<file path="config.mk">
export PLATFORM = sky130hd
export DESIGN_NAME = matmul_scheduler
export DESIGN_NICKNAME = d
export VERILOG_FILES = /design/src/source/sched_pkg.sv /design/src/source/matmul_scheduler.sv /design/src/source/z_drain_iter.sv /design/src/source/w_tile_iter.sv /design/src/source/x_tile_iter.sv /design/src/source/sched_sequencer.sv
export VERILOG_INCLUDE_DIRS = /design/src /design/src/source
export SDC_FILE = /design/constraint.sdc
export NUM_CORES = 1
export LEC_CHECK = 0
export BUFFER_PORTS_ARGS = -buffer_cell sky130_fd_sc_hd__buf_2
export CORE_MARGIN = 1
export CORE_UTILIZATION = 60
export DETAILED_ROUTE_END_ITERATION = 7
export PLACE_DENSITY = 0.92
export REMOVE_ABC_BUFFERS = 1
export SLEW_MARGIN = 15
export SYNTH_ARGS = -nofsm -noshare
export SYNTH_HDL_FRONTEND = slang
export SYNTH_SLANG_ARGS = --single-unit
</file>
<file path="constraint.sdc">
create_clock -name clk_i -period 4.2 [get_ports clk_i]
set_input_delay 0.21 -clock clk_i [delete_from_list [all_inputs] [get_ports clk_i]]
set_output_delay 0.21 -clock clk_i [all_outputs]
set_load 0.02 [all_outputs]
</file>
<file path="src/source/sched_consts.svh">
// Scheduler geometry constants

`ifndef SCHED_CONSTS_SVH
`define SCHED_CONSTS_SVH

// Rows of processing elements in the array
`define SCHED_ARRAY_H 4

// Columns of processing elements in the array
`define SCHED_ARRAY_W 4

// Pipelined columns handled by every row
`define SCHED_DEPTH 4

// Pipeline registers inside each processing element
`define SCHED_PIPE_REGS 2

// Width of the tile iteration counters
`define SCHED_ITER_W 16

`endif
</file>
<file path="src/source/sched_pkg.sv">
// Scheduler types

`include "sched_consts.svh"

package sched_pkg;

  typedef logic [`SCHED_ITER_W-1:0]                iter_cnt_t;
  typedef logic [$clog2(`SCHED_PIPE_REGS+1)-1:0]   pipe_cnt_t;
  typedef logic [$clog2(`SCHED_DEPTH)-1:0]         depth_cnt_t;
  typedef logic [$clog2(`SCHED_ARRAY_H)-1:0]       shift_cnt_t;
  typedef logic [$clog2(`SCHED_ARRAY_H):0]         zero_cnt_t;
  typedef logic [`SCHED_ARRAY_H-1:0]               row_mask_t;

  typedef enum logic [1:0] {
    IDLE,
    PRELOAD,
    LOAD_W,
    WAIT
  } sched_state_e;

  // Loop counts of the tiled product
  typedef struct packed {
    iter_cnt_t x_cols_iters;
    iter_cnt_t x_rows_iters;
    iter_cnt_t w_cols_iters;
    iter_cnt_t w_rows_iters;
    logic      y_needed;
  } tile_cfg_t;

  typedef struct packed {
    logic x_full;
    logic x_empty;
    logic z_loaded;
    logic z_empty;
  } buf_flags_t;

  typedef struct packed {
    logic load;
    logic h_shift;
    logic pad_setup;
    logic rst_w_index;
    logic last_x;
  } x_ctrl_t;

  typedef struct packed {
    logic      load;
    logic      shift;
    row_mask_t zero_set;
  } w_ctrl_t;

  typedef struct packed {
    logic y_push_enable;
    logic fill;
  } z_ctrl_t;

  // Strobes from the sequencer to the iterators
  typedef struct packed {
    logic start;
    logic w_step;
    logic run;
    logic in_load_w;
    logic compute_start;
  } seq_steps_t;

  typedef struct packed {
    logic x_done;
    logic x_refill_due;
    logic w_done;
    logic z_check_due;
    logic z_avail_clr;
  } iter_status_t;

endpackage

</file>
<file path="src/source/matmul_scheduler.sv">
// Systolic matrix-multiply scheduler

module matmul_scheduler
  import sched_pkg::*;
(
  input  logic       clk_i,
  input  logic       rst_ni,
  input  logic       clear_i,
  input  logic       start_i,
  input  tile_cfg_t  cfg_i,
  input  buf_flags_t flags_i,
  input  logic       x_valid_i,
  input  logic       w_valid_i,
  output x_ctrl_t    x_ctrl_o,
  output w_ctrl_t    w_ctrl_o,
  output z_ctrl_t    z_ctrl_o,
  output logic       reg_enable_o,
  output logic       w_loaded_o
);

  seq_steps_t   steps;
  iter_status_t status;
  x_ctrl_t      x_ctrl;
  logic         pad_setup;
  logic         x_done, x_refill_due;
  logic         w_done, w_col_wrap;
  logic         z_check_due, z_avail_clr;

  assign status = '{x_done: x_done, x_refill_due: x_refill_due, w_done: w_done,
                    z_check_due: z_check_due, z_avail_clr: z_avail_clr};

  sched_sequencer u_sequencer (
    .clk_i, .rst_ni, .clear_i, .start_i,
    .y_needed_i   (cfg_i.y_needed),
    .flags_i, .w_valid_i,
    .status_i     (status),
    .steps_o      (steps),
    .pad_setup_o  (pad_setup),
    .reg_enable_o, .w_loaded_o
  );

  x_tile_iter u_x_iter (
    .clk_i, .rst_ni, .clear_i, .cfg_i, .flags_i, .x_valid_i,
    .steps_i        (steps),
    .x_ctrl_o       (x_ctrl),
    .x_done_o       (x_done),
    .x_refill_due_o (x_refill_due)
  );

  w_tile_iter u_w_iter (
    .clk_i, .rst_ni, .clear_i, .cfg_i, .w_valid_i,
    .steps_i      (steps),
    .w_ctrl_o, .w_done_o (w_done), .w_col_wrap_o (w_col_wrap)
  );

  z_drain_iter u_z_iter (
    .clk_i, .rst_ni, .clear_i, .cfg_i, .flags_i,
    .steps_i       (steps),
    .w_col_wrap_i  (w_col_wrap),
    .z_ctrl_o, .z_check_due_o (z_check_due), .z_avail_clr_o (z_avail_clr)
  );

  // Pad setup is owned by the sequencer while the iterator owns the other X controls
  always_comb begin
    x_ctrl_o           = x_ctrl;
    x_ctrl_o.pad_setup = pad_setup;
  end

endmodule

</file>
<file path="src/source/z_drain_iter.sv">
// Y and Z drain iterator

`include "sched_consts.svh"

module z_drain_iter
  import sched_pkg::*;
(
  input  logic       clk_i,
  input  logic       rst_ni,
  input  logic       clear_i,
  input  tile_cfg_t  cfg_i,
  input  buf_flags_t flags_i,
  input  seq_steps_t steps_i,
  input  logic       w_col_wrap_i,
  output z_ctrl_t    z_ctrl_o,
  output logic       z_check_due_o,
  output logic       z_avail_clr_o
);

  iter_cnt_t  y_cols_q, y_rows_q;
  logic       y_cols_last, y_rows_last, y_col_step, y_row_step;
  logic       drained_all_q;
  pipe_cnt_t  wait_q;
  logic       wait_en_q, wait_last, wait_clr;
  depth_cnt_t avail_q;
  logic       avail_en_q, avail_clr, avail_done_q;
  depth_cnt_t push_q;
  logic       push_en_q, push_open, push_clr;

  assign y_cols_last = y_cols_q == cfg_i.w_cols_iters - iter_cnt_t'(1);
  assign y_rows_last = y_rows_q == cfg_i.x_rows_iters - iter_cnt_t'(1);
  assign y_col_step  = flags_i.z_empty && ~drained_all_q;
  assign y_row_step  = y_col_step && y_cols_last;

  // Results of a column leave the array PIPE_REGS steps after its last weight row
  assign wait_last = wait_q == pipe_cnt_t'(`SCHED_PIPE_REGS);
  assign wait_clr  = wait_en_q && steps_i.run && wait_last;
  assign avail_clr = avail_en_q && steps_i.run && (avail_q == depth_cnt_t'(`SCHED_DEPTH - 1));
  assign push_clr  = push_en_q && steps_i.run && (push_q == depth_cnt_t'(`SCHED_DEPTH - 1));
  // Y rows are pushed one step ahead so they meet the first results
  assign push_open = (wait_en_q && steps_i.run &&
                      wait_q == pipe_cnt_t'(`SCHED_PIPE_REGS - 1)) || steps_i.compute_start;

  always_ff @(posedge clk_i or negedge rst_ni) begin
    if (!rst_ni) begin
      y_cols_q      <= '0;
      y_rows_q      <= '0;
      drained_all_q <= 1'b0;
      wait_en_q     <= 1'b0;
      wait_q        <= '0;
      avail_en_q    <= 1'b0;
      avail_q       <= '0;
      avail_done_q  <= 1'b0;
      push_en_q     <= 1'b0;
      push_q        <= '0;
    end else if (clear_i) begin
      y_cols_q      <= '0;
      y_rows_q      <= '0;
      drained_all_q <= 1'b0;
      wait_en_q     <= 1'b0;
      wait_q        <= '0;
      avail_en_q    <= 1'b0;
      avail_q       <= '0;
      avail_done_q  <= 1'b0;
      push_en_q     <= 1'b0;
      push_q        <= '0;
    end else begin
      if (y_col_step) begin
        y_cols_q <= y_cols_last ? '0 : y_cols_q + 1'b1;
      end
      if (y_row_step) begin
        y_rows_q <= y_rows_last ? '0 : y_rows_q + 1'b1;
      end
      if (y_row_step && y_rows_last) begin
        drained_all_q <= 1'b1;
      end
      if (wait_clr) begin
        wait_en_q <= 1'b0;
      end else if (w_col_wrap_i) begin
        wait_en_q <= 1'b1;
      end
      if (wait_en_q && steps_i.run) begin
        wait_q <= wait_last ? '0 : wait_q + 1'b1;
      end
      if (avail_clr) begin
        avail_en_q <= 1'b0;
      end else if (wait_clr) begin
        avail_en_q <= 1'b1;
      end
      if (avail_en_q && steps_i.run) begin
        avail_q <= avail_clr ? '0 : avail_q + 1'b1;
      end
      if (avail_clr) begin
        avail_done_q <= 1'b1;
      end
      if (push_clr) begin
        push_en_q <= 1'b0;
      end else if (push_open) begin
        push_en_q <= 1'b1;
      end
      if (push_en_q && steps_i.run) begin
        push_q <= push_clr ? '0 : push_q + 1'b1;
      end
    end
  end

  always_comb begin
    z_ctrl_o.y_push_enable = push_en_q && steps_i.run && cfg_i.y_needed;
    z_ctrl_o.fill          = avail_en_q && steps_i.run && ~drained_all_q;
  end

  assign z_check_due_o = wait_en_q && wait_last && steps_i.in_load_w;
  // High only once every armed column has gone through its availability window
  assign z_avail_clr_o = avail_done_q && ~wait_en_q && ~avail_en_q;

endmodule

</file>
<file path="src/source/w_tile_iter.sv">
// W operand tile iterator

`include "sched_consts.svh"

module w_tile_iter
  import sched_pkg::*;
(
  input  logic       clk_i,
  input  logic       rst_ni,
  input  logic       clear_i,
  input  tile_cfg_t  cfg_i,
  input  logic       w_valid_i,
  input  seq_steps_t steps_i,
  output w_ctrl_t    w_ctrl_o,
  output logic       w_done_o,
  output logic       w_col_wrap_o
);

  iter_cnt_t rows_q;
  iter_cnt_t cols_q;
  iter_cnt_t pass_q;
  zero_cnt_t zero_q;
  logic      rows_last, cols_last, pass_last;
  logic      row_step, col_step, pass_step;
  logic      done_q, done_set;

  assign rows_last = rows_q == cfg_i.w_rows_iters - iter_cnt_t'(1);
  assign cols_last = cols_q == cfg_i.w_cols_iters - iter_cnt_t'(1);
  assign pass_last = pass_q == cfg_i.x_rows_iters - iter_cnt_t'(1);

  // The whole W matrix is streamed once for every row of X tiles
  assign row_step  = steps_i.w_step && w_valid_i && ~done_q;
  assign col_step  = row_step && rows_last;
  assign pass_step = col_step && cols_last;
  assign done_set  = pass_step && pass_last;

  always_ff @(posedge clk_i or negedge rst_ni) begin
    if (!rst_ni) begin
      rows_q <= '0;
      cols_q <= '0;
      pass_q <= '0;
      done_q <= 1'b0;
      zero_q <= '0;
    end else if (clear_i) begin
      rows_q <= '0;
      cols_q <= '0;
      pass_q <= '0;
      done_q <= 1'b0;
      zero_q <= '0;
    end else begin
      if (row_step) begin
        rows_q <= rows_last ? '0 : rows_q + 1'b1;
      end
      if (col_step) begin
        cols_q <= cols_last ? '0 : cols_q + 1'b1;
      end
      if (pass_step) begin
        pass_q <= pass_q + 1'b1;
      end
      if (done_set) begin
        done_q <= 1'b1;
      end
      // After the last weights the array is flushed with zeros, one row per step
      if (done_q && steps_i.w_step && zero_q != zero_cnt_t'(`SCHED_ARRAY_H)) begin
        zero_q <= zero_q + 1'b1;
      end
    end
  end

  always_comb begin
    w_ctrl_o.load     = steps_i.w_step && ~done_q;
    w_ctrl_o.shift    = steps_i.run;
    w_ctrl_o.zero_set = '0;
    for (int unsigned i = 0; i < `SCHED_ARRAY_H; i++) begin
      w_ctrl_o.zero_set[i] = done_q && (zero_q > zero_cnt_t'(i));
    end
  end

  assign w_done_o     = done_q;
  assign w_col_wrap_o = col_step;

endmodule

</file>
<file path="src/source/x_tile_iter.sv">
// X operand tile iterator

`include "sched_consts.svh"

module x_tile_iter
  import sched_pkg::*;
(
  input  logic       clk_i,
  input  logic       rst_ni,
  input  logic       clear_i,
  input  tile_cfg_t  cfg_i,
  input  buf_flags_t flags_i,
  input  logic       x_valid_i,
  input  seq_steps_t steps_i,
  output x_ctrl_t    x_ctrl_o,
  output logic       x_done_o,
  output logic       x_refill_due_o
);

  iter_cnt_t  cols_q;
  iter_cnt_t  w_iters_q;
  iter_cnt_t  rows_q;
  shift_cnt_t shift_q;
  logic       cols_last, w_iters_last, rows_last, shift_last;
  logic       col_step, w_iter_step, row_step;
  logic       done_q, done_set;
  logic       reload_q, reload_set, reload_clr;
  logic       emptied_q;
  logic       refill_q;
  logic       rst_w_index;

  assign cols_last    = cols_q == cfg_i.x_cols_iters - iter_cnt_t'(1);
  assign w_iters_last = w_iters_q == cfg_i.w_cols_iters - iter_cnt_t'(1);
  assign rows_last    = rows_q == cfg_i.x_rows_iters - iter_cnt_t'(1);
  assign shift_last   = shift_q == shift_cnt_t'(`SCHED_ARRAY_H - 1);

  // The empty flag pulses once for every consumed X tile
  assign col_step    = flags_i.x_empty && ~done_q;
  assign w_iter_step = col_step && cols_last;
  assign row_step    = w_iter_step && w_iters_last;
  assign done_set    = row_step && rows_last;

  // A new X tile is requested until the buffer reports full
  assign reload_set  = steps_i.start || col_step || (emptied_q && ~flags_i.x_full);
  assign reload_clr  = flags_i.x_full && ~reload_set;
  assign rst_w_index = steps_i.w_step && flags_i.x_full && (shift_last || flags_i.x_empty);

  always_ff @(posedge clk_i or negedge rst_ni) begin
    if (!rst_ni) begin
      cols_q    <= '0;
      w_iters_q <= '0;
      rows_q    <= '0;
      done_q    <= 1'b0;
      shift_q   <= '0;
      reload_q  <= 1'b0;
      emptied_q <= 1'b0;
      refill_q  <= 1'b0;
    end else if (clear_i) begin
      cols_q    <= '0;
      w_iters_q <= '0;
      rows_q    <= '0;
      done_q    <= 1'b0;
      shift_q   <= '0;
      reload_q  <= 1'b0;
      emptied_q <= 1'b0;
      refill_q  <= 1'b0;
    end else begin
      if (col_step) begin
        cols_q <= cols_last ? '0 : cols_q + 1'b1;
      end
      if (w_iter_step) begin
        w_iters_q <= w_iters_last ? '0 : w_iters_q + 1'b1;
      end
      if (row_step) begin
        rows_q <= rows_q + 1'b1;
      end
      if (done_set) begin
        done_q <= 1'b1;
      end
      if (steps_i.w_step) begin
        shift_q <= shift_last ? '0 : shift_q + 1'b1;
      end
      if (reload_clr) begin
        reload_q <= 1'b0;
      end else if (reload_set) begin
        reload_q <= 1'b1;
      end
      // Remembers a tile emptied while the buffer still showed full
      if (!flags_i.x_full) begin
        emptied_q <= 1'b0;
      end else if (flags_i.x_empty) begin
        emptied_q <= 1'b1;
      end
      if (flags_i.x_empty) begin
        refill_q <= 1'b1;
      end else if (rst_w_index) begin
        refill_q <= 1'b0;
      end
    end
  end

  always_comb begin
    x_ctrl_o.load        = reload_q && ~reload_clr && x_valid_i;
    x_ctrl_o.h_shift     = steps_i.w_step;
    // Pad setup comes from the sequencer and is merged at the top
    x_ctrl_o.pad_setup   = 1'b0;
    x_ctrl_o.rst_w_index = rst_w_index;
    x_ctrl_o.last_x      = done_set;
  end

  assign x_done_o       = done_q;
  assign x_refill_due_o = refill_q && shift_last && ~done_q;

endmodule

</file>
<file path="src/source/sched_sequencer.sv">
// Scheduler control sequencer

`include "sched_consts.svh"

module sched_sequencer
  import sched_pkg::*;
(
  input  logic         clk_i,
  input  logic         rst_ni,
  input  logic         clear_i,
  input  logic         start_i,
  input  logic         y_needed_i,
  input  buf_flags_t   flags_i,
  input  logic         w_valid_i,
  input  iter_status_t status_i,
  output seq_steps_t   steps_o,
  output logic         pad_setup_o,
  output logic         reg_enable_o,
  output logic         w_loaded_o
);

  sched_state_e state_q, state_d;
  pipe_cnt_t    wait_cnt_q;
  logic         first_load_q;
  logic         computing_q;
  logic         active;
  logic         stall;
  logic         w_check_fail;
  logic         z_check_fail;
  logic         x_check_fail;
  logic         run_end;

  // No more weight rows are expected once the last pass is loaded
  assign w_check_fail = ~w_valid_i && ~status_i.w_done;
  assign z_check_fail = y_needed_i && status_i.z_check_due && ~flags_i.z_loaded;
  // The X refill is checked a cycle early because the buffer needs one cycle to switch
  assign x_check_fail = status_i.x_refill_due && ~flags_i.x_full;

  assign stall = (state_q == LOAD_W && (w_check_fail || z_check_fail)) ||
                 (state_q == WAIT && x_check_fail);

  assign active  = (state_q == LOAD_W) || (state_q == WAIT);
  assign run_end = (state_q == LOAD_W) && status_i.w_done && status_i.z_avail_clr;

  always_comb begin
    state_d = state_q;
    case (state_q)
      IDLE: begin
        if (start_i) begin
          state_d = PRELOAD;
        end
      end
      PRELOAD: begin
        if (flags_i.x_full && (flags_i.z_loaded || ~y_needed_i)) begin
          state_d = LOAD_W;
        end
      end
      LOAD_W: begin
        if (run_end) begin
          state_d = IDLE;
        end else if (~stall) begin
          state_d = WAIT;
        end
      end
      WAIT: begin
        if (wait_cnt_q == pipe_cnt_t'(`SCHED_PIPE_REGS) && ~stall) begin
          state_d = LOAD_W;
        end
      end
      default: state_d = IDLE;
    endcase
  end

  always_ff @(posedge clk_i or negedge rst_ni) begin
    if (!rst_ni) begin
      state_q      <= IDLE;
      wait_cnt_q   <= '0;
      first_load_q <= 1'b1;
      computing_q  <= 1'b0;
      reg_enable_o <= 1'b0;
    end else if (clear_i) begin
      state_q      <= IDLE;
      wait_cnt_q   <= '0;
      first_load_q <= 1'b1;
      computing_q  <= 1'b0;
      reg_enable_o <= 1'b0;
    end else begin
      state_q      <= state_d;
      reg_enable_o <= computing_q && ~stall;
      // One weight row enters the array every PIPE_REGS+1 cycles
      if (!active) begin
        wait_cnt_q <= '0;
      end else if (~stall) begin
        wait_cnt_q <= (wait_cnt_q == pipe_cnt_t'(`SCHED_PIPE_REGS)) ? '0 : wait_cnt_q + 1'b1;
      end
      if (run_end) begin
        first_load_q <= 1'b1;
      end else if (w_loaded_o) begin
        first_load_q <= 1'b0;
      end
      if (run_end) begin
        computing_q <= 1'b0;
      end else if (pad_setup_o) begin
        computing_q <= 1'b1;
      end
    end
  end

  assign pad_setup_o = (state_q == PRELOAD) && (state_d == LOAD_W);
  assign w_loaded_o  = (state_q == LOAD_W) && ~stall;

  always_comb begin
    steps_o.start         = (state_q == IDLE) && start_i;
    steps_o.w_step        = w_loaded_o;
    steps_o.run           = active && ~stall;
    steps_o.in_load_w     = (state_q == LOAD_W);
    steps_o.compute_start = first_load_q && (state_d == LOAD_W) && ~stall;
  end

endmodule

</file>
==> results of run 1 <==
## metal layers
metal | routed length (µm) | up-vias | GRT usage
li1 | - | 5347 | -
met1 | 13000 | 5517 | 0.393
met2 | 15500 | 527 | 0.527
met3 | 2100 | 107 | 0.0560
met4 | 1060 | 0 | 0.140
met5 | 0 | - | 0
## metrics by stage
step	utilization	hold slack (ps)
global placement	0.648	318
finish	0.681	78.3
floorplan	-	-85.6
CTS	0.681	69.3
detailed placement	0.648	320
global route	0.681	86.9
## where the power goes
part	switching, mW	total, mW	internal [mW]	leakage, nW
logic	0.283	0.460	0.177	2.94
registers	0.0304	1.55	1.52	2.16
clock network	0.660	1.68	1.02	0.302
## area by class of cell
type,count,area (µm²),area share
clock buffers,20,447,0.0334
clock inverters,12,184,0.0137
inverters,39,146,0.0109
multi-input cells,1163,7770,0.581
flip-flops and latches,156,3910,0.292
well taps,265,332,0.0248
repair buffers,106,597,0.0446
## registers in the layout, summed over array words and instances, names as in the netlist, 3 cells and up
signal              cells
u_z_iter.y_rows_q      16
u_w_iter.cols_q        16
u_x_iter.cols_q        16
u_z_iter.y_cols_q      16
u_w_iter.rows_q        16
u_w_iter.zero_q         3
u_w_iter.pass_q        16
u_x_iter.rows_q        16
u_x_iter.w_iters_q     16
## cell usage after synthesis (23+ instances only)
| library cell | instances |
|---|---|
| sky130_fd_sc_hd__dfrtp_1 | 155 |
| sky130_fd_sc_hd__xnor2_1 | 115 |
| sky130_fd_sc_hd__nor2_1 | 110 |
| sky130_fd_sc_hd__a21oi_1 | 108 |
| sky130_fd_sc_hd__nand2_1 | 99 |
| sky130_fd_sc_hd__o21ai_0 | 78 |
| sky130_fd_sc_hd__nand3_1 | 74 |
| sky130_fd_sc_hd__xor2_1 | 53 |
| sky130_fd_sc_hd__and3_1 | 51 |
| sky130_fd_sc_hd__clkbuf_1 | 51 |
| sky130_fd_sc_hd__or3_1 | 40 |
| sky130_fd_sc_hd__nor3_1 | 39 |
| sky130_fd_sc_hd__inv_1 | 38 |
| sky130_fd_sc_hd__nand2b_1 | 31 |
| sky130_fd_sc_hd__nand4_1 | 28 |
| sky130_fd_sc_hd__nor4_1 | 28 |
| sky130_fd_sc_hd__a31oi_1 | 25 |
| sky130_fd_sc_hd__or4_1 | 23 |
## cells by family after synthesis
group | share of synthesized area
and+or+nand+nor | 0.292
xor gates and xnor gates | 0.147
muxes | 0.0157
AOI/OAI and AO/OA | 0.163
DFF | 0.322
buffers and inverters | 0.0393
adders and majority gates | 0.0206
## final timing paths
kind | from | endpoint
max | cfg_i[17] | x_ctrl_o[0]
min | start_i | u_sequencer.state_q[0]$_DFF_PN0_
max reg2reg | u_w_iter.rows_q[6]$_DFFE_PN0P_ | u_w_iter.pass_q[14]$_DFFE_PN0P_
min reg2reg | u_x_iter.emptied_q$_DFFE_PN0P_ | u_x_iter.emptied_q$_DFFE_PN0P_
max in group asynchronous | rst_ni | u_sequencer.first_load_q$_DFFE_PN1P_
min in group asynchronous | rst_ni | u_z_iter.y_cols_q[9]$_DFFE_PN0P_
## worst min-delay path, stage by stage
cell and delay [ps]:
sky130_fd_sc_hd__buf_2 100, sky130_fd_sc_hd__nor3_1 40, sky130_fd_sc_hd__nor3_1 110
==> impl_metrics.xml, run 1 <==
<?xml version="1.0" encoding="UTF-8"?>
<metrics>
  <group name="run_status">
    <metric name="run_status" unit="">finished, final reports clean</metric>
  </group>
  <group name="synthesis">
    <metric name="yosysWarningCount" unit="">0</metric>
    <metric name="netlist_instances" unit="">1432</metric>
    <metric name="yosys.cell_types.count" unit="">82</metric>
    <metric name="postSynthRegisterBits" unit="">156</metric>
    <metric name="netlist_area" unit="mm²">0.0121</metric>
    <metric name="yosys.area.top_type_share" unit="">0.319</metric>
    <metric name="synth_ff_type" unit="">sky130_fd_sc_hd__dfrtp_1</metric>
    <metric name="ys_seq_area_frac" unit="">0.322</metric>
    <metric name="async_flop_share" unit="">1.00</metric>
    <metric name="synthDominantAreaCellType" unit="">sky130_fd_sc_hd__dfrtp_1</metric>
    <metric name="avg_inst_size_synth" unit="µm²">8.48</metric>
    <metric name="netlist_top_cells_area" unit="">sky130_fd_sc_hd__dfrtp_1 (32%), sky130_fd_sc_hd__xnor2_1 (8.3%), sky130_fd_sc_hd__a21oi_1 (4.5%)</metric>
    <metric name="synth-edff-count" unit="">0</metric>
  </group>
  <group name="place">
    <metric name="placedInstanceArea" unit="mm²">0.0127</metric>
    <metric name="routability_congestion_estimate_from_global_placement" unit="">0.962</metric>
    <metric name="dpl.cell_count" unit="">1728</metric>
    <metric name="dp_hpwl" unit="mm">22.5</metric>
    <metric name="buffer_ports.inserted" unit="">89</metric>
    <metric name="pre_cts_ws" unit="ps">454</metric>
  </group>
  <group name="final_layout">
    <metric name="n_antenna_cell" unit="">0</metric>
    <metric name="layout_common_cells" unit="">sky130_fd_sc_hd__dfrtp_1 (155), sky130_fd_sc_hd__xnor2_1 (115), sky130_fd_sc_hd__nor2_1 (110)</metric>
    <metric name="final_nets" unit="">1578</metric>
    <metric name="fill_cells" unit="">1496</metric>
    <metric name="mostFrequentLayoutCell" unit="">sky130_fd_sc_hd__dfrtp_1</metric>
    <metric name="areaGrowthSynthToFinish" unit="%">10.2</metric>
    <metric name="finalNonFillerCells" unit="">1761</metric>
    <metric name="post-route-cell-area" unit="mm²">0.0134</metric>
    <metric name="drive_gt1_frac" unit="">0.118</metric>
  </group>
  <group name="route">
    <metric name="detail-route-antenna-nets" unit="">0</metric>
    <metric name="num_vias" unit="">11498</metric>
    <metric name="drtPass1Iterations" unit="">6</metric>
    <metric name="detailed_route_iter0_violations" unit="">894</metric>
    <metric name="avgViaCountPerCell" unit="">6.53</metric>
    <metric name="wl_per_cell" unit="µm">18.0</metric>
    <metric name="total_wire_length" unit="mm">31.7</metric>
    <metric name="detail_route.drc_violations" unit="">0</metric>
  </group>
  <group name="clock_tree">
    <metric name="clock_insertion_delay_worst_skew" unit="ps">440</metric>
    <metric name="ctsRootBufferMaster" unit="">sky130_fd_sc_hd__clkbuf_16</metric>
    <metric name="post_cts_resize_count" unit="">0</metric>
    <metric name="holdBufCountCts" unit="">1</metric>
    <metric name="cts_max_path_buffers" unit="">2</metric>
    <metric name="numCtsBuffers" unit="">17</metric>
    <metric name="clkTransAtPathRegs" unit="ps">60</metric>
    <metric name="cts_tree" unit="">built</metric>
    <metric name="clock-sinks" unit="">156</metric>
    <metric name="cts.htree.levels" unit="">4</metric>
    <metric name="postCtsSetupRepairBufs" unit="">0</metric>
  </group>
  <group name="timing">
    <metric name="max_slew_margin" unit="">0.418</metric>
    <metric name="timing.final.crit_period" unit="ps">3730</metric>
    <metric name="post-route-worst-setup-slack" unit="ps">468</metric>
    <metric name="actual_transition_at_the_worst_max_transition_pin" unit="ps">869</metric>
    <metric name="worst_case_clock_skew" unit="ps">10.4</metric>
    <metric name="max_clock_freq" unit="GHz">0.268</metric>
    <metric name="finalSetupViolCount" unit="">0</metric>
    <metric name="totalNegativeSetupSlack" unit="ps">0</metric>
    <metric name="rsz0062_at_grt" unit="">false</metric>
    <metric name="final_hold_viol_count" unit="">0</metric>
    <metric name="slew_viol_final" unit="">0</metric>
    <metric name="final_min_period_over_clock_period" unit="">0.889</metric>
  </group>
  <group name="setup_path">
    <metric name="critical_path.startpoint_type" unit="">input pin</metric>
    <metric name="timing_worst_setup_path_type" unit="">in -&gt; out</metric>
    <metric name="critPathBufInv" unit="">4</metric>
    <metric name="cp-end-kind" unit="">primary output</metric>
    <metric name="worstRegToRegCells" unit="">9</metric>
    <metric name="critical_path_depth" unit="">12</metric>
    <metric name="critical_path.top_delay_family" unit="">simple AND/OR/NAND/NOR gates</metric>
    <metric name="reg2reg_slack" unit="ps">1080</metric>
    <metric name="cp_data_required_time" unit="ps">3990</metric>
    <metric name="path_cells" unit="">buf_2, inv_1, ha_1, or4b_1, nor3_1, xnor2_1, xnor2_1, nor4_2, buf_4, nand3_4, nor4_1, buf_2</metric>
    <metric name="timing.critical_path.slowest_stage_cell" unit="">sky130_fd_sc_hd__or4b_1</metric>
    <metric name="timing.critical_path.fanout_max" unit="">9</metric>
    <metric name="worst_ep_arrival_time" unit="ps">3520</metric>
    <metric name="slowest_cell_delay_on_critical_path" unit="ps">630</metric>
  </group>
  <group name="floorplanning">
    <metric name="num_rows" unit="">51</metric>
    <metric name="io-pin-count" unit="">90</metric>
    <metric name="floorplan.core_area" unit="mm²">0.0197</metric>
    <metric name="die_area" unit="mm²">0.0208</metric>
    <metric name="die_width" unit="µm">144</metric>
    <metric name="floorplan.die.height" unit="µm">144</metric>
    <metric name="initial_core_util" unit="">0.618</metric>
  </group>
  <group name="grt">
    <metric name="antenna_found_initial" unit="">0</metric>
    <metric name="grt_pass1_vias" unit="">10726</metric>
    <metric name="groute.usage.overall" unit="">0.313</metric>
    <metric name="gr-total-overflow" unit="">0</metric>
    <metric name="maximum_number_of_pins_on_one_net_before_global_route_repair" unit="">89</metric>
    <metric name="wire_length_of_the_first_global_routing_pass" unit="mm">51.5</metric>
  </group>
  <group name="pwr">
    <metric name="p_leak" unit="nW">5.40</metric>
    <metric name="post-layout-total-power" unit="mW">3.69</metric>
    <metric name="power_density" unit="mW/mm²">276</metric>
    <metric name="irDropWorstVdd" unit="mV">0.315</metric>
  </group>
  <group name="min_path">
    <metric name="hold_path_depth" unit="">3</metric>
    <metric name="hp-class" unit="">in -&gt; reg</metric>
  </group>
  <group name="run">
    <metric name="max_cap_violations" unit="">0</metric>
  </group>
</metrics>
(Power assumes the default switching activity.)
==> run 2: changes to the inputs <==
- RECOVER_POWER: not set -> 100
==> run 2 against run 1 <==
Effect of this change:
- the run now ends with capacitance limit, slew limit left
- wire length up 0.21%
- die area unchanged
- sequential power about the same
- sequential share of layout area up 0.15 points
- final area down 0.50%
- hold slack better by 7.3 ps
- via count up 0.52%
- non-clock buffer count unchanged
- total power down 0.19%
- clock power about the same
- clock skew down 1.7 ps
- critical path depth unchanged
- critical path type unchanged
==> impl_metrics.xml, run 2 (synthesis gave the netlist of run 1 again) <==
<?xml version="1.0" encoding="UTF-8"?>
<metrics>
  <group name="pwr">
    <metric name="irDropWorstVdd" unit="mV">0.312</metric>
    <metric name="p_leak" unit="nW">5.31</metric>
    <metric name="power_density" unit="mW/mm²">277</metric>
  </group>
  <group name="timing">
    <metric name="final_hold_viol_count" unit="">0</metric>
    <metric name="totalNegativeSetupSlack" unit="ps">0</metric>
    <metric name="worst_case_clock_skew" unit="ps">8.70</metric>
    <metric name="post-route-worst-setup-slack" unit="ps">312</metric>
    <metric name="timing.final.crit_period" unit="ps">3890</metric>
    <metric name="max_clock_freq" unit="GHz">0.257</metric>
    <metric name="actual_transition_at_the_worst_max_transition_pin" unit="ps">3420</metric>
    <metric name="finalSetupViolCount" unit="">0</metric>
    <metric name="rsz0062_at_grt" unit="">false</metric>
    <metric name="max_slew_margin" unit="">-1.28</metric>
    <metric name="slew_viol_final" unit="">161</metric>
    <metric name="final_min_period_over_clock_period" unit="">0.926</metric>
  </group>
  <group name="final_layout">
    <metric name="drive_gt1_frac" unit="">0.104</metric>
    <metric name="multi_input_comb_area" unit="mm²">0.00775</metric>
    <metric name="flip_flop_and_latch_area" unit="mm²">0.00391</metric>
    <metric name="final_nets" unit="">1578</metric>
    <metric name="mostFrequentLayoutCell" unit="">sky130_fd_sc_hd__dfrtp_1</metric>
    <metric name="areaGrowthSynthToFinish" unit="%">9.66</metric>
    <metric name="n_antenna_cell" unit="">0</metric>
    <metric name="fill_cells" unit="">1507</metric>
    <metric name="layout_common_cells" unit="">sky130_fd_sc_hd__dfrtp_1 (155), sky130_fd_sc_hd__xnor2_1 (115), sky130_fd_sc_hd__nor2_1 (110)</metric>
  </group>
  <group name="route">
    <metric name="avgViaCountPerCell" unit="">6.56</metric>
    <metric name="total_wire_length" unit="mm">31.7</metric>
    <metric name="detail-route-antenna-nets" unit="">0</metric>
    <metric name="detailed_route_iter0_violations" unit="">978</metric>
    <metric name="detail_route.drc_violations" unit="">0</metric>
    <metric name="num_vias" unit="">11558</metric>
    <metric name="wl_per_cell" unit="µm">18.0</metric>
    <metric name="drtPass1Iterations" unit="">7</metric>
  </group>
  <group name="setup_path">
    <metric name="critical_path.startpoint_type" unit="">input pin</metric>
    <metric name="worst_r2r_endpoint" unit="">u_w_iter.cols_q[1]$_DFFE_PN0P_</metric>
    <metric name="worst_ep_arrival_time" unit="ps">3680</metric>
    <metric name="cp_data_required_time" unit="ps">3990</metric>
    <metric name="reg2reg_slack" unit="ps">850</metric>
    <metric name="rr_startpoint" unit="">u_w_iter.rows_q[4]$_DFFE_PN0P_</metric>
    <metric name="timing_worst_setup_path_type" unit="">in -&gt; out</metric>
    <metric name="slowest_cell_delay_on_critical_path" unit="ps">630</metric>
    <metric name="timing.critical_path.fanout_max" unit="">9</metric>
    <metric name="path_cells" unit="">clkbuf_1, inv_1, ha_1, or4b_1, nor3_1, xnor2_1, xnor2_1, nor4_2, buf_4, nand3_4, nor4_1, clkbuf_1</metric>
    <metric name="worstRegToRegCells" unit="">8</metric>
    <metric name="cp-end-kind" unit="">primary output</metric>
    <metric name="timing.critical_path.slowest_stage_cell" unit="">sky130_fd_sc_hd__or4b_1</metric>
  </group>
  <group name="place">
    <metric name="pre_cts_ws" unit="ps">454</metric>
    <metric name="buffer_ports.inserted" unit="">89</metric>
    <metric name="dp_hpwl" unit="mm">22.5</metric>
    <metric name="routability_congestion_estimate_from_global_placement" unit="">0.962</metric>
  </group>
  <group name="min_path">
    <metric name="timing.hold.worst.start" unit="">flags_i[3]</metric>
    <metric name="hold_path_depth" unit="">2</metric>
    <metric name="hp-class" unit="">in -&gt; reg</metric>
    <metric name="whs_endpoint" unit="">u_x_iter.emptied_q$_DFFE_PN0P_</metric>
  </group>
  <group name="clock_tree">
    <metric name="ctsRootBufferMaster" unit="">sky130_fd_sc_hd__clkbuf_16</metric>
    <metric name="clock_insertion_delay_worst_skew" unit="ps">440</metric>
    <metric name="clock-sinks" unit="">156</metric>
    <metric name="holdBufCountCts" unit="">1</metric>
    <metric name="numCtsBuffers" unit="">17</metric>
    <metric name="cts.htree.levels" unit="">4</metric>
    <metric name="cts_tree" unit="">built</metric>
    <metric name="post_cts_resize_count" unit="">0</metric>
    <metric name="cts_max_path_buffers" unit="">2</metric>
    <metric name="postCtsSetupRepairBufs" unit="">0</metric>
    <metric name="clkTransAtPathRegs" unit="ps">60</metric>
  </group>
  <group name="grt">
    <metric name="grt_pass1_vias" unit="">10726</metric>
    <metric name="maximum_number_of_pins_on_one_net_before_global_route_repair" unit="">89</metric>
    <metric name="gr-total-overflow" unit="">0</metric>
    <metric name="antenna_found_initial" unit="">0</metric>
    <metric name="wire_length_of_the_first_global_routing_pass" unit="mm">51.5</metric>
    <metric name="groute.usage.overall" unit="">0.313</metric>
  </group>
  <group name="run_status">
    <metric name="run_status" unit="">complete, but fails checks</metric>
    <metric name="violations" unit="">capacitance limit, slew limit</metric>
  </group>
  <group name="floorplanning">
    <metric name="num_rows" unit="">51</metric>
    <metric name="io-pin-count" unit="">90</metric>
    <metric name="initial_core_util" unit="">0.618</metric>
    <metric name="die_width" unit="µm">144</metric>
    <metric name="die_area" unit="mm²">0.0208</metric>
    <metric name="floorplan.core_area" unit="mm²">0.0197</metric>
    <metric name="floorplan.die.height" unit="µm">144</metric>
  </group>
  <group name="run">
    <metric name="max_cap_violations" unit="">2</metric>
  </group>
</metrics>
==> run 2: cell count changes in the layout (fill, tap and decap cells not counted), sizes merged <==
cell,change
buf,-22
clkbuf,+22
==> run 2: worst max-delay path: cells and delay by family <==
kind / cells / cell delay, ps
simple gates: 5 / 1880
buf+inv: 4 / 790
xor+xnor: 2 / 510
fa+ha+maj: 1 / 270
==> run 2: worst max-delay path by stage <==
stage	start	to	slack, ps	depth (start not counted)
after floorplan	cfg_i[49]	u_x_iter.rows_q[12]$_DFFE_PN0P_	-360	9
after global placement	cfg_i[1]	u_w_iter.cols_q[7]$_DFFE_PN0P_	520	12
after detailed placement	cfg_i[1]	u_w_iter.pass_q[14]$_DFFE_PN0P_	450	12
after CTS	cfg_i[17]	x_ctrl_o[0]	500	12
after global routing	cfg_i[17]	x_ctrl_o[0]	130	12
final	cfg_i[17]	x_ctrl_o[0]	310	12
==> run 2: power by group <==
group	internal [mW]	switching (mW)	total [mW]
registers	1.52	0.0306	1.55
logic	0.175	0.283	0.457
clock network	1.02	0.655	1.67
total	2.72	0.968	3.68
==> run 2: metal layers <==
metal | GRT usage | vias up | part of all wire
li1 | - | 5356 | -
met1 | 0.393 | 5559 | 0.41
met2 | 0.527 | 534 | 0.49
met3 | 0.0560 | 109 | 0.070
met4 | 0.140 | 0 | 0.035
met5 | 0 | - | 0
==> run 2: stage by stage <==
| step | utilization | cells | power [mW] | hold slack (ps) | instance area [µm²] |
|---|---|---|---|---|---|
| after global routing | 0.678 | 1761 | 3.82 | 86.9 | 13300 |
| after floorplan | - | 1358 | 1.83 | -85.6 | 11800 |
| after CTS | 0.681 | 1761 | 3.70 | 69.3 | 13400 |
| after detailed placement | 0.648 | 1728 | 2.03 | 320 | 12700 |
| final | 0.678 | 1761 | 3.68 | 85.6 | 13300 |
| after global placement | 0.648 | 1728 | 2.02 | 318 | 12700 |
==> run 2: final cells by class <==
cell class              instances  share of cell area
flip-flops and latches        156               0.293
clock buffers                  20              0.0335
clock inverters                12              0.0138
repair buffers                106              0.0416
inverters                      39              0.0110
multi-input cells            1163               0.582
well taps                     265              0.0249
==> run 3: changes to the inputs <==
- ABC_AREA: not set -> 1
- PLACE_DENSITY: 0.92 -> 0.91
==> run 3 against run 2 <==
Effect of this change:
- the flow still finishes with violations (capacitance limit, slew limit)
- sequential cell count stayed put
- sequential share of layout area decreased by 2.4 points
- die area is 10% higher
- setup slack improved by 650 ps
- largest cell class unchanged
==> impl_metrics.xml, run 3 <==
<?xml version="1.0" encoding="UTF-8"?>
<metrics>
  <group name="setup_path">
    <metric name="worst_ep_arrival_time" unit="ps">3610</metric>
    <metric name="cp_data_required_time" unit="ps">4570</metric>
    <metric name="timing_worst_setup_path_type" unit="">in -&gt; reg</metric>
    <metric name="critical_path.startpoint_type" unit="">input pin</metric>
    <metric name="timing.critical_path.fanout_max" unit="">17</metric>
    <metric name="cp-end-kind" unit="">register</metric>
  </group>
  <group name="clock_tree">
    <metric name="cts_max_path_buffers" unit="">2</metric>
    <metric name="postCtsSetupRepairBufs" unit="">0</metric>
    <metric name="numCtsBuffers" unit="">17</metric>
    <metric name="cts_tree" unit="">built</metric>
    <metric name="clkTransAtPathRegs" unit="ps">70</metric>
    <metric name="clock-sinks" unit="">156</metric>
    <metric name="ctsRootBufferMaster" unit="">sky130_fd_sc_hd__clkbuf_16</metric>
    <metric name="clock_insertion_delay_worst_skew" unit="ps">440</metric>
    <metric name="cts.htree.levels" unit="">4</metric>
  </group>
  <group name="grt">
    <metric name="maximum_number_of_pins_on_one_net_before_global_route_repair" unit="">106</metric>
    <metric name="antenna_found_initial" unit="">0</metric>
    <metric name="grt_pass1_vias" unit="">13381</metric>
    <metric name="groute.usage.overall" unit="">0.338</metric>
    <metric name="gr-total-overflow" unit="">0</metric>
    <metric name="wire_length_of_the_first_global_routing_pass" unit="mm">62.0</metric>
  </group>
  <group name="timing">
    <metric name="slew_viol_final" unit="">106</metric>
    <metric name="timing.final.crit_period" unit="ps">3240</metric>
    <metric name="timing.hold.ws" unit="ps">78.0</metric>
    <metric name="final_min_period_over_clock_period" unit="">0.771</metric>
    <metric name="rsz0062_at_grt" unit="">false</metric>
    <metric name="max_slew_margin" unit="">-0.756</metric>
    <metric name="final_hold_viol_count" unit="">0</metric>
    <metric name="totalNegativeSetupSlack" unit="ps">0</metric>
    <metric name="finalSetupViolCount" unit="">0</metric>
    <metric name="actual_transition_at_the_worst_max_transition_pin" unit="ps">2630</metric>
    <metric name="worst_case_clock_skew" unit="ps">14.7</metric>
    <metric name="max_clock_freq" unit="GHz">0.309</metric>
  </group>
  <group name="synthesis">
    <metric name="ys_seq_area_frac" unit="">0.291</metric>
    <metric name="netlist_top_cells_area" unit="">sky130_fd_sc_hd__dfrtp_1 (29%), sky130_fd_sc_hd__nand2_1 (19%), sky130_fd_sc_hd__nand3_1 (10%)</metric>
    <metric name="synthMostInstantiatedCell" unit="">sky130_fd_sc_hd__nand2_1</metric>
    <metric name="netlist_instances" unit="">2159</metric>
    <metric name="synth_ff_type" unit="">sky130_fd_sc_hd__dfrtp_1</metric>
    <metric name="async_flop_share" unit="">1.00</metric>
    <metric name="netlist_area" unit="mm²">0.0134</metric>
    <metric name="yosysWarningCount" unit="">0</metric>
    <metric name="avg_inst_size_synth" unit="µm²">6.21</metric>
    <metric name="synth-edff-count" unit="">0</metric>
    <metric name="yosys.area.top_type_share" unit="">0.289</metric>
    <metric name="postSynthRegisterBits" unit="">156</metric>
    <metric name="yosys.cell_types.count" unit="">47</metric>
    <metric name="netlist_top_cells_count" unit="">sky130_fd_sc_hd__nand2_1 (663), sky130_fd_sc_hd__inv_1 (286), sky130_fd_sc_hd__nand3_1 (267), sky130_fd_sc_hd__nor2_1 (257), sky130_fd_sc_hd__dfrtp_1 (155)</metric>
    <metric name="synthDominantAreaCellType" unit="">sky130_fd_sc_hd__dfrtp_1</metric>
  </group>
  <group name="route">
    <metric name="total_wire_length" unit="mm">38.0</metric>
    <metric name="wl_per_cell" unit="µm">15.1</metric>
    <metric name="detail-route-antenna-nets" unit="">0</metric>
    <metric name="num_vias" unit="">14350</metric>
    <metric name="detailed_route_iter0_violations" unit="">1429</metric>
    <metric name="detail_route.drc_violations" unit="">0</metric>
    <metric name="avgViaCountPerCell" unit="">5.70</metric>
    <metric name="drtPass1Iterations" unit="">6</metric>
  </group>
  <group name="floorplanning">
    <metric name="floorplan.core_area" unit="mm²">0.0219</metric>
    <metric name="floorplan.die.height" unit="µm">152</metric>
    <metric name="initial_core_util" unit="">0.613</metric>
    <metric name="io-pin-count" unit="">90</metric>
    <metric name="die_area" unit="mm²">0.0230</metric>
    <metric name="die_width" unit="µm">152</metric>
    <metric name="num_rows" unit="">54</metric>
  </group>
  <group name="pwr">
    <metric name="seq_power_share" unit="">0.426</metric>
    <metric name="p_leak" unit="nW">7.20</metric>
    <metric name="power_density" unit="mW/mm²">247</metric>
    <metric name="p_switching" unit="mW">1.13</metric>
    <metric name="power.internal" unit="mW">2.46</metric>
    <metric name="irDropWorstVdd" unit="mV">0.218</metric>
    <metric name="p_sw_frac" unit="">0.314</metric>
    <metric name="power.share.combinational" unit="">0.137</metric>
    <metric name="pwr-share-clk" unit="">0.437</metric>
    <metric name="post-layout-total-power" unit="mW">3.59</metric>
  </group>
  <group name="final_layout">
    <metric name="mostFrequentLayoutCell" unit="">sky130_fd_sc_hd__nand2_1</metric>
    <metric name="areaGrowthSynthToFinish" unit="%">8.20</metric>
    <metric name="finalNonFillerCells" unit="">2517</metric>
    <metric name="final_nets" unit="">2319</metric>
    <metric name="n_antenna_cell" unit="">0</metric>
    <metric name="post-route-cell-area" unit="mm²">0.0145</metric>
    <metric name="layout_common_cells" unit="">sky130_fd_sc_hd__nand2_1 (665), sky130_fd_sc_hd__inv_1 (289), sky130_fd_sc_hd__nand3_1 (270)</metric>
    <metric name="drive_gt1_frac" unit="">0.0586</metric>
  </group>
  <group name="place">
    <metric name="dpl.cell_count" unit="">2484</metric>
    <metric name="dp_hpwl" unit="mm">28.8</metric>
    <metric name="buffer_ports.inserted" unit="">89</metric>
    <metric name="placedInstanceArea" unit="mm²">0.0140</metric>
    <metric name="routability_congestion_estimate_from_global_placement" unit="">1.08</metric>
  </group>
  <group name="run_status">
    <metric name="violations" unit="">capacitance limit, slew limit</metric>
    <metric name="run_status" unit="">complete, but fails checks</metric>
  </group>
  <group name="min_path">
    <metric name="hp-class" unit="">in -&gt; reg</metric>
  </group>
  <group name="run">
    <metric name="max_cap_violations" unit="">1</metric>
  </group>
</metrics>
-- run 3: cell type report --
cell class,instances,area (µm²)
sequential,156,3910
timing repair buffer,94,459
fill,1924,7370
clock inverter,15,174
tap,280,350
clock buffer,17,425
multi-input combinational,1663,8110
inverter,292,1100
-- run 3: routing by layer --
metal,global-route usage,wire length (µm),share of wire,up-vias
li1,-,-,-,7040
met3,0.0440,2700,0.071,122
met1,0.448,16300,0.43,6556
met2,0.554,17500,0.46,632
met5,0,0,0,-
met4,0.148,1550,0.041,0
-- run 3: through the flow --
stage	utilization	setup slack (ps)
final	0.663	960
after global routing	0.663	600
after CTS	0.668	1340
after detailed placement	0.640	1070
after global placement	0.640	1120
after floorplan	-	1610
-- run 3: power groups by stage --
stage	combinational, mW	clock, mW	sequential [mW]
after floorplan	0.293	0	1.56
after global placement	0.474	0	1.56
after detailed placement	0.484	0	1.56
after CTS	0.489	1.57	1.53
after global routing	0.551	1.63	1.53
final	0.491	1.57	1.53
-- run 3: worst max-delay path, cell delays in order --
cell,delay [ps]
sky130_fd_sc_hd__clkbuf_1,180
sky130_fd_sc_hd__inv_1,220
sky130_fd_sc_hd__ha_1,230
sky130_fd_sc_hd__nand2_1,100
sky130_fd_sc_hd__nor2_1,290
sky130_fd_sc_hd__nand2_1,230
sky130_fd_sc_hd__nand2_1,240
sky130_fd_sc_hd__nand2_1,70
sky130_fd_sc_hd__nand2_1,100
sky130_fd_sc_hd__nand3_1,70
sky130_fd_sc_hd__nor2_1,120
sky130_fd_sc_hd__nand3_1,380
sky130_fd_sc_hd__inv_1,170
sky130_fd_sc_hd__nand2_1,360
sky130_fd_sc_hd__nand2_1,450
sky130_fd_sc_hd__nand2_1,110
sky130_fd_sc_hd__nand2_1,80
-- run 3: repair_timing --
action,in CTS,in global routing
setup endpoints to repair,0,0
hold buffers,1,0
resized for setup,0,0
hold endpoints to repair,102,0
-- run 3: final timing paths --
path	from	end	slack, ps	depth (start not counted)
setup / recovery	cfg_i[17]	u_x_iter.rows_q[7]$_DFFE_PN0P_	960	17
hold / removal	flags_i[2]	u_x_iter.emptied_q$_DFFE_PN0P_	80	3
setup reg to reg	u_sequencer.state_q[1]$_DFF_PN0_	u_w_iter.pass_q[5]$_DFFE_PN0P_	990	11
hold reg to reg	u_sequencer.first_load_q$_DFFE_PN1P_	u_sequencer.first_load_q$_DFFE_PN1P_	470	2
max in group asynchronous	rst_ni	u_w_iter.cols_q[1]$_DFFE_PN0P_	1190	3
min in group asynchronous	rst_ni	u_x_iter.cols_q[3]$_DFFE_PN0P_	1110	2
-- run 3: cells by family (layout without fill, tap and decap cells) --
logic type	after synthesis	after routing	share of synthesized area
compound gates	148	148	0.0625
fa+ha+maj	20	20	0.0187
simple gates	1362	1362	0.442
flops	156	156	0.291
xor+xnor	133	133	0.0868
buf+inv	340	418	0.0991
